--- config.mk ---
export PLATFORM = sky130hd
export DESIGN_NAME = load_unit_top
export DESIGN_NICKNAME = d
export VERILOG_FILES = /design/src/logic/load_pkg.sv /design/src/logic/ldbuf_if.sv /design/src/logic/load_ctrl.sv /design/src/logic/load_buffer.sv /design/src/logic/load_align.sv /design/src/logic/load_unit_top.sv
export SDC_FILE = /design/constraint.sdc
export NUM_CORES = 1
export LEC_CHECK = 0
export BUFFER_PORTS_ARGS = -buffer_cell sky130_fd_sc_hd__buf_2
export CAP_MARGIN = 20
export CORE_UTILIZATION = 49
export DETAILED_ROUTE_END_ITERATION = 10
export PLACE_DENSITY = 0.82
export SETUP_SLACK_MARGIN = 0.05
export SLEW_MARGIN = 30
export SYNTH_ARGS = -nofsm -noshare
export SYNTH_HDL_FRONTEND = slang
export SYNTH_HIERARCHICAL = 1
export SYNTH_SLANG_ARGS = --single-unit
--- constraint.sdc ---
create_clock -name clk_i -period 3.9 [get_ports clk_i]
set_clock_uncertainty 0.05 [all_clocks]
set_input_delay 0 -clock clk_i [delete_from_list [all_inputs] [get_ports clk_i]]
set_output_delay 0 -clock clk_i [all_outputs]
set_load 0.01 [all_outputs]
--- src/logic/load_pkg.sv ---
package load_pkg;

  // ------------------------------
  // widths
  // ------------------------------

  // data path of the core
  localparam int unsigned XLEN = 64;
  // load address, physical equals request address
  localparam int unsigned ADDR_W = 32;
  // cache index, taken from the low address bits
  localparam int unsigned IDX_W = 12;
  // remaining upper bits form the tag
  localparam int unsigned TAG_W = ADDR_W - IDX_W;
  // scoreboard transaction id
  localparam int unsigned TRANS_ID_W = 3;
  // byte offset inside a 64 bit word
  localparam int unsigned OFFS_W = 3;
  // cache request id port, wide enough for 8 entries
  localparam int unsigned MAX_ID_W = 3;

  // ------------------------------
  // types
  // ------------------------------

  typedef logic [XLEN-1:0] xlen_t;
  typedef logic [ADDR_W-1:0] addr_t;
  typedef logic [IDX_W-1:0] idx_t;
  typedef logic [TAG_W-1:0] tag_t;
  typedef logic [TRANS_ID_W-1:0] trans_id_t;
  typedef logic [OFFS_W-1:0] offs_t;
  typedef logic [7:0] be_t;
  // 0 byte, 1 half, 2 word, 3 double
  typedef logic [1:0] size_t;
  typedef logic [MAX_ID_W-1:0] req_id_t;

  // integer load types, U means zero extension
  typedef enum logic [2:0] {
    LD,
    LW,
    LWU,
    LH,
    LHU,
    LB,
    LBU
  } ld_op_e;

  // transfer size code of a load type
  function automatic size_t ld_size(input ld_op_e op);
    case (op)
      LW, LWU: ld_size = 2'd2;
      LH, LHU: ld_size = 2'd1;
      LB, LBU: ld_size = 2'd0;
      default: ld_size = 2'd3;
    endcase
  endfunction

endpackage

--- src/logic/ldbuf_if.sv ---
`timescale 1ns/1ps

interface ldbuf_if #(
  parameter int unsigned NR_LDBUF = 4
);

  // slot number width, at least one bit
  localparam int unsigned ID_W = (NR_LDBUF > 1) ? $clog2(NR_LDBUF) : 1;

  // write strobe, high on data_req and data_gnt
  logic w;
  // payload kept until the response comes back
  load_pkg::trans_id_t wdata_trans_id;
  load_pkg::offs_t wdata_offs;
  load_pkg::ld_op_e wdata_op;
  // all slots busy
  logic full;
  // lowest free slot, also the cache request id
  logic [ID_W-1:0] windex;

  // controller side
  modport ctrl (
    output w, wdata_trans_id, wdata_offs, wdata_op,
    input full, windex
  );

  // load buffer side
  modport buffer (
    input w, wdata_trans_id, wdata_offs, wdata_op,
    output full, windex
  );

endinterface

--- src/logic/load_ctrl.sv ---
`timescale 1ns/1ps

module load_ctrl #(
  parameter int unsigned NR_LDBUF = 4
) (
  input  logic                 clk_i,
  input  logic                 rst_ni,
  input  logic                 flush_i,
  // issue side
  input  logic                 valid_i,
  input  load_pkg::ld_op_e     op_i,
  input  load_pkg::addr_t      addr_i,
  input  load_pkg::trans_id_t  trans_id_i,
  output logic                 pop_o,
  // store unit address check
  input  logic                 page_offset_matches_i,
  // cache request side
  input  logic                 data_gnt_i,
  output logic                 data_req_o,
  output load_pkg::idx_t       address_index_o,
  output load_pkg::tag_t       address_tag_o,
  output logic                 tag_valid_o,
  output logic                 kill_req_o,
  output load_pkg::size_t      data_size_o,
  output load_pkg::be_t        data_be_o,
  output load_pkg::req_id_t    data_id_o,
  // load buffer write port
  ldbuf_if.ctrl                ldbuf
);

  typedef enum logic [2:0] {
    IDLE,
    WAIT_GNT,
    SEND_TAG,
    WAIT_PAGE_OFFSET,
    WAIT_FLUSH
  } state_e;

  state_e          state_d, state_q;
  logic            accept_req;
  logic            gnt_fire;
  load_pkg::tag_t  tag_q;
  load_pkg::be_t   be_mask;

  // ------------------------------
  // request fields
  // ------------------------------

  // index goes out in the request cycle
  assign address_index_o = addr_i[load_pkg::IDX_W-1:0];
  // tag goes out one cycle later from the held copy
  assign address_tag_o   = tag_q;
  assign data_size_o     = load_pkg::ld_size(op_i);

  // contiguous byte lanes for the size
  always_comb begin
    case (data_size_o)
      2'd0:    be_mask = 8'h01;
      2'd1:    be_mask = 8'h03;
      2'd2:    be_mask = 8'h0f;
      default: be_mask = 8'hff;
    endcase
  end

  // moved up to the byte offset of the address
  assign data_be_o = be_mask << addr_i[load_pkg::OFFS_W-1:0];

  // request id is the slot that takes this load
  assign data_id_o = load_pkg::req_id_t'(ldbuf.windex);

  // ------------------------------
  // load buffer write
  // ------------------------------

  assign gnt_fire             = data_req_o & data_gnt_i;
  assign ldbuf.w              = gnt_fire;
  assign ldbuf.wdata_trans_id = trans_id_i;
  assign ldbuf.wdata_offs     = addr_i[load_pkg::OFFS_W-1:0];
  assign ldbuf.wdata_op       = op_i;

  // a new load needs a free slot
  assign accept_req = valid_i & ~ldbuf.full;

  // ------------------------------
  // load fsm
  // ------------------------------

  always_comb begin : load_fsm
    state_d     = state_q;
    data_req_o  = 1'b0;
    pop_o       = 1'b0;
    tag_valid_o = 1'b0;
    kill_req_o  = 1'b0;

    case (state_q)
      IDLE, SEND_TAG: begin
        // tag of the previous grant goes out while a new load may start
        tag_valid_o = (state_q == SEND_TAG);
        state_d     = IDLE;
        if (accept_req) begin
          if (page_offset_matches_i) begin
            // hold off while a pending store overlaps
            state_d = WAIT_PAGE_OFFSET;
          end else begin
            data_req_o = 1'b1;
            if (data_gnt_i) begin
              pop_o   = 1'b1;
              state_d = SEND_TAG;
            end else begin
              state_d = WAIT_GNT;
            end
          end
        end
      end

      WAIT_PAGE_OFFSET: begin
        // retry from the grant wait once the store is out of the way
        if (!page_offset_matches_i) begin
          state_d = WAIT_GNT;
        end
      end

      WAIT_GNT: begin
        // keep the request up until the cache takes it
        data_req_o = 1'b1;
        if (data_gnt_i) begin
          pop_o   = 1'b1;
          state_d = SEND_TAG;
        end
      end

      WAIT_FLUSH: begin
        // close any open tag cycle with a kill
        kill_req_o  = 1'b1;
        tag_valid_o = 1'b1;
        state_d     = IDLE;
      end

      default: begin
        state_d = IDLE;
      end
    endcase

    // flush drops the request of this cycle and the kill follows next cycle
    if (flush_i) begin
      data_req_o = 1'b0;
      pop_o      = 1'b0;
      state_d    = WAIT_FLUSH;
    end
  end

  always_ff @(posedge clk_i or negedge rst_ni) begin
    if (!rst_ni) begin
      state_q <= IDLE;
    end else begin
      state_q <= state_d;
    end
  end

  // hold the tag from the grant to the tag cycle
  always_ff @(posedge clk_i) begin
    if (gnt_fire) begin
      tag_q <= addr_i[load_pkg::ADDR_W-1:load_pkg::IDX_W];
    end
  end

  // ------------------------------
  // checks
  // ------------------------------

  // tag cycle follows each grant and each flush by exactly one cycle
  a_tag_after_gnt : assert property (@(posedge clk_i) disable iff (!rst_ni)
    tag_valid_o == $past(gnt_fire || flush_i));

  // address must be naturally aligned for its size
  a_aligned : assert property (@(posedge clk_i) disable iff (!rst_ni)
    data_req_o |-> ((addr_i[load_pkg::OFFS_W-1:0]
                     & load_pkg::offs_t'((1 << data_size_o) - 1)) == '0));

endmodule

--- src/logic/load_buffer.sv ---
`timescale 1ns/1ps

module load_buffer #(
  parameter int unsigned NR_LDBUF = 4
) (
  input  logic                 clk_i,
  input  logic                 rst_ni,
  input  logic                 flush_i,
  // cache response
  input  logic                 data_rvalid_i,
  input  load_pkg::req_id_t    data_rid_i,
  // result side
  output logic                 valid_o,
  output load_pkg::trans_id_t  trans_id_o,
  // read port towards the aligner
  output load_pkg::offs_t      rd_offs_o,
  output load_pkg::ld_op_e     rd_op_o,
  // write port from the controller
  ldbuf_if.buffer              ldbuf
);

  localparam int unsigned ID_W = (NR_LDBUF > 1) ? $clog2(NR_LDBUF) : 1;

  // per entry control flags
  logic [NR_LDBUF-1:0] valid_d, valid_q;
  logic [NR_LDBUF-1:0] flushed_d, flushed_q;
  // per entry payload
  load_pkg::trans_id_t trans_id_q [NR_LDBUF];
  load_pkg::offs_t     offs_q     [NR_LDBUF];
  load_pkg::ld_op_e    op_q       [NR_LDBUF];

  logic [ID_W-1:0] free_idx;
  logic [ID_W-1:0] rindex;

  // ------------------------------
  // free slot search
  // ------------------------------

  // scan downwards so the lowest free slot wins
  always_comb begin : free_search
    free_idx = '0;
    for (int i = NR_LDBUF - 1; i >= 0; i--) begin
      if (!valid_q[i]) begin
        free_idx = ID_W'(i);
      end
    end
  end

  assign ldbuf.windex = free_idx;
  assign ldbuf.full   = &valid_q;

  // ------------------------------
  // response read
  // ------------------------------

  assign rindex     = data_rid_i[ID_W-1:0];
  assign trans_id_o = trans_id_q[rindex];
  assign rd_offs_o  = offs_q[rindex];
  assign rd_op_o    = op_q[rindex];
  // flushed loads retire silently
  assign valid_o    = data_rvalid_i & ~flushed_q[rindex];

  // ------------------------------
  // flag update
  // ------------------------------

  always_comb begin : flag_next
    valid_d   = valid_q;
    flushed_d = flushed_q;
    // everything in flight is stale after a flush
    if (flush_i) begin
      flushed_d = flushed_q | valid_q;
    end
    // response frees its slot
    if (data_rvalid_i) begin
      valid_d[rindex] = 1'b0;
    end
    // new outstanding load, never the slot being freed
    if (ldbuf.w) begin
      valid_d[free_idx]   = 1'b1;
      flushed_d[free_idx] = 1'b0;
    end
  end

  always_ff @(posedge clk_i or negedge rst_ni) begin
    if (!rst_ni) begin
      valid_q   <= '0;
      flushed_q <= '0;
    end else begin
      valid_q   <= valid_d;
      flushed_q <= flushed_d;
    end
  end

  always_ff @(posedge clk_i) begin
    if (ldbuf.w) begin
      trans_id_q[free_idx] <= ldbuf.wdata_trans_id;
      offs_q[free_idx]     <= ldbuf.wdata_offs;
      op_q[free_idx]       <= ldbuf.wdata_op;
    end
  end

  // response only for a load that was granted earlier
  a_rsp_valid_entry : assert property (@(posedge clk_i) disable iff (!rst_ni)
    data_rvalid_i |-> valid_q[rindex]);

  // controller never grants into a full table
  a_no_write_full : assert property (@(posedge clk_i) disable iff (!rst_ni)
    ldbuf.w |-> !ldbuf.full);

endmodule

--- src/logic/load_align.sv ---
`timescale 1ns/1ps

module load_align (
  input  load_pkg::xlen_t   data_rdata_i,
  input  load_pkg::offs_t   rd_offs_i,
  input  load_pkg::ld_op_e  rd_op_i,
  output load_pkg::xlen_t   result_o
);

  localparam int unsigned NBYTES = load_pkg::XLEN / 8;

  load_pkg::xlen_t  shifted;
  load_pkg::size_t  size;
  load_pkg::offs_t  sign_byte;
  logic [NBYTES-1:0] sign_bits;
  logic             is_signed;
  logic             sign_bit;

  // ------------------------------
  // shift
  // ------------------------------

  // bring the loaded field down to bit 0
  assign shifted = data_rdata_i >> {rd_offs_i, 3'b000};

  // ------------------------------
  // sign bit, parallel to the shift
  // ------------------------------

  // msb of every byte lane of the raw word
  for (genvar i = 0; i < NBYTES; i++) begin : gen_sign_bits
    assign sign_bits[i] = data_rdata_i[8*i+7];
  end

  assign size = load_pkg::ld_size(rd_op_i);

  // top byte of the field, offset plus bytes minus one
  assign sign_byte = rd_offs_i + load_pkg::offs_t'((1 << size) - 1);

  assign is_signed = rd_op_i inside {load_pkg::LW, load_pkg::LH, load_pkg::LB};

  // unsigned loads fill with zeros
  assign sign_bit = is_signed & sign_bits[sign_byte];

  // ------------------------------
  // extension
  // ------------------------------

  always_comb begin : extend
    case (rd_op_i)
      load_pkg::LW, load_pkg::LWU: begin
        result_o = {{(load_pkg::XLEN - 32){sign_bit}}, shifted[31:0]};
      end
      load_pkg::LH, load_pkg::LHU: begin
        result_o = {{(load_pkg::XLEN - 16){sign_bit}}, shifted[15:0]};
      end
      load_pkg::LB, load_pkg::LBU: begin
        result_o = {{(load_pkg::XLEN - 8){sign_bit}}, shifted[7:0]};
      end
      default: begin
        // LD, whole word as read
        result_o = shifted;
      end
    endcase
  end

endmodule

--- src/logic/load_unit_top.sv ---
`timescale 1ns/1ps

module load_unit_top #(
  parameter int unsigned NR_LDBUF = 4
) (
  input  logic                 clk_i,
  input  logic                 rst_ni,
  input  logic                 flush_i,
  // issue buffer
  input  logic                 valid_i,
  input  load_pkg::ld_op_e     op_i,
  input  load_pkg::addr_t      addr_i,
  input  load_pkg::trans_id_t  trans_id_i,
  output logic                 pop_o,
  // store unit
  input  logic                 page_offset_matches_i,
  // data cache
  input  logic                 data_gnt_i,
  input  logic                 data_rvalid_i,
  input  load_pkg::req_id_t    data_rid_i,
  input  load_pkg::xlen_t      data_rdata_i,
  output logic                 data_req_o,
  output load_pkg::idx_t       address_index_o,
  output load_pkg::tag_t       address_tag_o,
  output logic                 tag_valid_o,
  output logic                 kill_req_o,
  output load_pkg::size_t      data_size_o,
  output load_pkg::be_t        data_be_o,
  output load_pkg::req_id_t    data_id_o,
  // result
  output logic                 valid_o,
  output load_pkg::trans_id_t  trans_id_o,
  output load_pkg::xlen_t      result_o
);

  // entry read by the current response
  load_pkg::offs_t  rd_offs;
  load_pkg::ld_op_e rd_op;

  ldbuf_if #(.NR_LDBUF(NR_LDBUF)) ldbuf ();

  // request path
  load_ctrl #(.NR_LDBUF(NR_LDBUF)) i_ctrl (
    .clk_i                 (clk_i),
    .rst_ni                (rst_ni),
    .flush_i               (flush_i),
    .valid_i               (valid_i),
    .op_i                  (op_i),
    .addr_i                (addr_i),
    .trans_id_i            (trans_id_i),
    .pop_o                 (pop_o),
    .page_offset_matches_i (page_offset_matches_i),
    .data_gnt_i            (data_gnt_i),
    .data_req_o            (data_req_o),
    .address_index_o       (address_index_o),
    .address_tag_o         (address_tag_o),
    .tag_valid_o           (tag_valid_o),
    .kill_req_o            (kill_req_o),
    .data_size_o           (data_size_o),
    .data_be_o             (data_be_o),
    .data_id_o             (data_id_o),
    .ldbuf                 (ldbuf.ctrl)
  );

  // outstanding loads
  load_buffer #(.NR_LDBUF(NR_LDBUF)) i_buffer (
    .clk_i         (clk_i),
    .rst_ni        (rst_ni),
    .flush_i       (flush_i),
    .data_rvalid_i (data_rvalid_i),
    .data_rid_i    (data_rid_i),
    .valid_o       (valid_o),
    .trans_id_o    (trans_id_o),
    .rd_offs_o     (rd_offs),
    .rd_op_o       (rd_op),
    .ldbuf         (ldbuf.buffer)
  );

  // response data path
  load_align i_align (
    .data_rdata_i (data_rdata_i),
    .rd_offs_i    (rd_offs),
    .rd_op_i      (rd_op),
    .result_o     (result_o)
  );

endmodule

# Yosys cells after proc, flatten, opt, wreduce, memory -nomap -nowiden
# Memories as Yosys holds them, arrays and structs flattened.
# Index checks and enable logic that the tools add are counted.
[op_classes]
n_lt_le_gt_ge = 5
addsub = 2
n_bitwise = 12
eq_ne = 20
div = 0
n_shift = 3
muxes = 40
n_reduce_logical = 14
mul = 0
[op_table]
columns = ["operator", "count"]
rows = [
  ["$pmux W64 S3", 1],
  ["$shr A64 B6 Y64", 1],
  ["$pmux W8 S3", 1],
  ["$eq A3 B3 Y1 const B", 7],
  ["$eq A3 B2 Y1 const B", 6],
  ["$mux W4", 4],
  ["$mux W3", 5],
  ["$mux W1", 14],
  ["$reduce_or A2 Y1", 7],
  ["$pmux W2 S3", 2],
  ["$mux W2", 5],
  ["$eq A3 B1 Y1 const B", 3],
  ["$pmux W3 S3", 1],
  ["$and A4 B4 Y4", 2],
  ["$not A4 Y4", 2],
  ["$or A4 B4 Y4", 2],
  ["$shl A8 B3 Y8", 1],
  ["$lt A2 B3 Y1 const B", 2],
  ["$ne A3 B3 Y1 const B", 2],
  ["$pmux W1 S2", 3],
  ["$and A1 B1 Y1", 4],
  ["$demux W1 S2", 2],
  ["$ge A2 B1 Y1 const B", 2],
  ["$lt A3 B4 Y1 const B", 1],
  ["14 further kinds", 16],
]
[totals]
in_bits = 112
n_memories = 3
output_inout_bits = 117
word_cells = 103
latchBits = 0
mem_bits_rw = 36
register_bits = 31
rom_bits = 0
[memory_table]
columns = ["memory", "depth", "width", "read_ports", "rd_clocked_by_memory_dff", "wr", "line", "source"]
rows = [
  ["i_buffer.offs_q", 4, 3, 1, 0, 1, "load_buffer.sv:29", "load_pkg::offs_t offs_q [NR_LDBUF];"],
  ["i_buffer.op_q", 4, 3, 1, 0, 1, "load_buffer.sv:30", "load_pkg::ld_op_e op_q [NR_LDBUF];"],
  ["i_buffer.trans_id_q", 4, 3, 1, 0, 1, "load_buffer.sv:28", "load_pkg::trans_id_t trans_id_q [NR_LDBUF];"],
]

# Depth between registers and ports, before layout
[logic_depth]
depth_word = 11
mapped_depth = 14
ltp_nobuf = 11

# Hierarchy
# Netlist, hierarchy kept.
[by_module_without_submodules]
columns = ["mod", "area_per_inst_um2", "n_inst", "cells_per_inst", "seq_area_each_um2"]
rows = [
  ["load_align", 2424.8, 1, 320, 0.0],
  ["load_buffer", 1732.9, 1, 88, 1281.2],
  ["load_ctrl", 1248.7, 1, 108, 675.6],
]

# Worst setup path after synthesis
# Ideal clock, no wire load.
[synth_timing]
kind = "register -> output"
startpoint = "memory i_buffer/op_q[3][0] (netlist bit)"
endpoint = "output port result_o[21]"
required_ns = 3.850
n_path_buf = 2
path_stages_with_launch = 14
t_arrival_ns = 3.154
path_slack_ns = 0.696
path_cell_list = "edfxtp_1 -> mux4_2 -> buf_2 -> xnor2_1 -> nor2_1 -> inv_1 -> ha_1 -> inv_1 -> ha_1 -> mux4_2 -> and3_1 -> nand3_1 -> buf_2 -> o211ai_1"
[synth_between]
elab_chain_cells = 11
word_cells_on_any_way = 19
cone_classes = "2 x add/sub; 6 x eq/ne; 1 x shift; 4 x mux; 1 x bitwise; 4 x reduce/logical; 1 x memory"
[synth_lines]
columns = ["element", "line", "source"]
rows = [
  ["from (decl)", "load_buffer.sv:30", ""],
  ["$mem_v2 Z4 W3 (*)", "--", ""],
  ["net rd_op[0]", "load_unit_top.sv:38", "load_pkg::ld_op_e rd_op;"],
  ["$eq A3 B3 Y1 (tied with other cells)", "load_pkg.sv:50, load_align.sv:50", ""],
  ["$reduce_or A2 Y1", "load_pkg.sv:50, load_align.sv:50", ""],
  ["$pmux W2 S3", "load_pkg.sv:50", "case (op)"],
  ["$shl A1 B2 Y3", "load_align.sv:38", "assign sign_byte = rd_offs_i + load_pkg::offs_t'((1 << size) - 1);"],
  ["$sub A3 B2 Y3", "load_align.sv:38", ""],
  ["$add A3 B3 Y3", "load_align.sv:38", ""],
  ["$bmux W1 S3", "load_align.sv:43", "assign sign_bit = is_signed & sign_bits[sign_byte];"],
  ["$mux W1 (not written as such)", "load_align.sv:43", ""],
  ["$and A1 B1 Y1", "load_align.sv:43", ""],
  ["$pmux W64 S3 (*)", "load_align.sv:50", "case (rd_op_i)"],
  ["to (decl)", "load_unit_top.sv:33", "output load_pkg::xlen_t result_o"],
]
# Mark *: on every way through the listed nets, which the timed path passes. The rest lies on a longest branch. The select of a mux whose other input is x is not followed.

# Worst setup path in the final report
[layout_timing]
startpoint = "memory i_buffer/op_q[3][1] (netlist bit)"
endpoint = "output port result_o[53]"
# The elaborated chain is that of the path after synthesis.

==> flow_summary.toml <==
[worst_setup_path]
cp_max_fo = 19
path_buf_inv = 3
path_class = "reg2out"
r2r_start = "i_buffer/valid_q[1]"
r2r_cells = 9
crit_chain = "mux4_2, nand2b_1, o22a_1, ha_1, inv_1, ha_1, mux4_2, o211ai_4, buf_12, o211ai_1, buf_2"
crit_path_start_kind = "flip-flop"
r2r_slack_ps = 970
crit_required_ps = 3850
critPathMaxStageDelay_ps = 610
crit_family = "multiplexers"
cp_data_arrival_time_ps = 3680
crit_start = "i_buffer/op_q[3][1]"
r2r-end = "i_buffer/op_q[3][2]"
cp_slowest_cell = "mux4_2"
endpoint_kind = "output port"

[synth]
synth_top_family_by_area = "multiplexers"
synth_xor_area_share_pct = 1.67
synth_top_area_share_pct = 31.1
synth_fa_ha_area_share_pct = 1.62
yosysSeqAreaShare_pct = 36.2
synth_warnings = 6
synth-simple-area-share_pct = 14.1
synthMuxAreaShare_pct = 22.5
syn_inst = 516
synth_cell_types = 65
synth-seq-cells = 67
synth_nets = 635
synth_compound_area_share_pct = 15.7
netlist_area_sq_mm = 0.00541
yosys.area.top_type = "edfxtp_1"
synth_edf_count = 56
synth_top_flop_cell = "edfxtp_1"
ys_async_sr_fraction_pct = 16.4
synth.avg_cell_area_sq_um = 10.5
synthTopCellsByArea = "edfxtp_1, mux2i_1, mux4_2, dfrtp_1, o211ai_1"

[finish]
final_cell_mix = "buf_2, mux2i_1, nand2_1, edfxtp_1, dlygate4sd3_1"
synthToLayoutAreaGrowth_pct = 30.7
mostFrequentLayoutCell = "buf_2"
multi_input_area_sq_mm = 0.00303
seq_area_sq_mm = 0.00196
drive_gt1_share_pct = 38.2
nets = 853
fill_cells = 806
design_area_sq_mm = 0.00706

[global_route]
grt_max_degree = 59
grt_antenna_before_repair = 1
grt_pass1_wl_um = 26000
track_usage_pct = 29.5
grt_overflow = 0
grt_pass1_vias = 5005

[die]
fp.dieH_um = 107
dieArea_sq_mm = 0.0115
row_count = 37
ios = 229
die_x_um = 107
core_area_sq_mm = 0.0105
initial_core_util_pct = 51.4

[timing]
tns_ps = 0
tightestPinTransition_ps = 846
fmax_mhz = 268
relSlewSlack_pct = 43.6
fin_crit_sh_pct = 95.6
setup_viol = 0
finalHoldViolCount = 0
rsz0062_at_grt = "false"
slew_viol_final = 0
period_needed_ps = 3730

[pwr]
power.leakage_nw = 3.25
netSwitchingFraction_pct = 33.2
power.clock.fraction_pct = 27.0
switchingPower_w = 0.000760
combPwrFrac_pct = 37.5
ir_worst_vdd_mv = 0.387
power_frac_seq_pct = 35.4
p_int_w = 0.00153
cellPowerDensity_mw_per_mm2 = 324

[status]
outcome = "finished, final reports clean"

[clocking]
cts_tree = "yes"
clock-sinks = 67
clock_path_buffers = 2
clock_latency_ps = 340
cts.clk_slew.worst_paths_ps = 70
htreeDepth = 3
cts_buffers = 9
clockRootBuffer = "clkbuf_8"

[routing]
dr.pass1.iters = 5
first_iter_violations = 456
drt_wl_total_um = 17100
avgViaCountPerCell = 5.93
routed-via-count = 5193
drc = 0
final_antenna_net_count = 0
routedWlPerCell_um = 19.5

[placement]
place_area_sq_mm = 0.00636
portBuffers = 208
gp_congestion = 0.960
hpwl_um = 11600

[worst_hold_path]
hold_path.class = "in2async"

[run]
drv_cap = 0
[worst max-delay path by stage]
stage / to / slack (ps) / depth (start not counted)
finish: result_o[53] / 170 / 11
CTS: result_o[8] / 50 / 10
detailed placement: result_o[30] / 400 / 12
floorplan: result_o[21] / 700 / 13
global placement: result_o[29] / 470 / 12
global route: result_o[30] / 30 / 12
[area by class of cell]
type	count	area share (%)
Sequential cell	67	27.7
Antenna cell	1	0.0354
Tap cell	136	2.41
Clock inverter	7	1.31
Inverter	16	0.850
Clock buffer	9	1.75
Multi-Input combinational cell	370	42.9
Timing Repair Buffer	270	23.0
[per-stage QoR]
step | std cells | total power [W] | worst slack [ps] | hold WS, ps | util [%]
2_1_floorplan | 516 | 0.00133 | 696 | -346 | -
3_3_place_gp | 811 | 0.00160 | 470 | -176 | 60.5
3_5_place_dp | 811 | 0.00162 | 405 | -172 | 60.5
4_1_cts | 870 | 0.00228 | 51.7 | 5.34 | 66.7
5_1_grt | 876 | 0.00239 | 25.2 | 46.8 | 67.2
6_report | 876 | 0.00229 | 172 | 24.0 | 67.2
[kinds of logic after synthesis]
family                   count (synthesis)
AO/OA/AOI/OAI                          109
XOR/XNOR                                 7
adder cells (fa/ha/maj)                  7
buffers and inverters                   79
flip-flops                              67
multiplexers                            95
other                                    1
AND/OR/NAND/NOR                        151
[layer usage]
layer  vias up  share of wire (%)  track usage [%]  wire (um)
met4         0                3.2             13.5        544
met3        51                7.5             4.44       1290
met1      2464                 37             34.9       6280
li1       2380                  -                -          -
met2       298                 53             52.5       8990
met5         -                  0                0          0
[cells in the mapped netlist, drive strengths merged, types with 2 or more instances]
cell type	n
o2bb2ai	7
or3	2
ha	7
buf	51
a31oi	5
edfxtp	56
a21o	2
o211ai	34
nand2b	4
nor3b	2
nand3b	2
a211oi	7
nand2	57
inv	16
o21ai	4
nand4	2
clkbuf	12
a32oi	6
dfrtp	11
o31ai	6
mux2i	71
a21oi	22
nor2	15
mux4	20
nor2b	13
and3	2
and2	9
nand3	28
o22a	3
mux2	4
nor3	9
a22oi	3
xor2	2
xnor2	3
a2111oi	2
[repair_timing]
item / in CTS / in global routing
endpoints found under the setup margin: 8 / 52
gates resized for setup: 1 / 2
endpoints found under the hold margin: 85 / 0
pin swaps: 0 / 1
hold buffers: 43 / 0
buffers inserted: 0 / 5
[power by group through the flow]
stage	Combinational, W	Sequential (W)	Clock, W
6_report	0.000860	0.000812	0.000619
2_1_floorplan	0.000507	0.000822	0
3_3_place_gp	0.000780	0.000824	0
3_5_place_dp	0.000800	0.000825	0
4_1_cts	0.000841	0.000810	0.000624
5_1_grt	0.000923	0.000814	0.000656
[registers in the layout, summed over array words and instances, names as in the netlist]
register              count
i_buffer/flushed_q        4
i_buffer/offs_q          12
i_buffer/op_q            12
i_buffer/trans_id_q      12
i_buffer/valid_q          4
i_ctrl/address_tag_o     20
i_ctrl/state_q            3
Power figures use the tool's default switching activity.
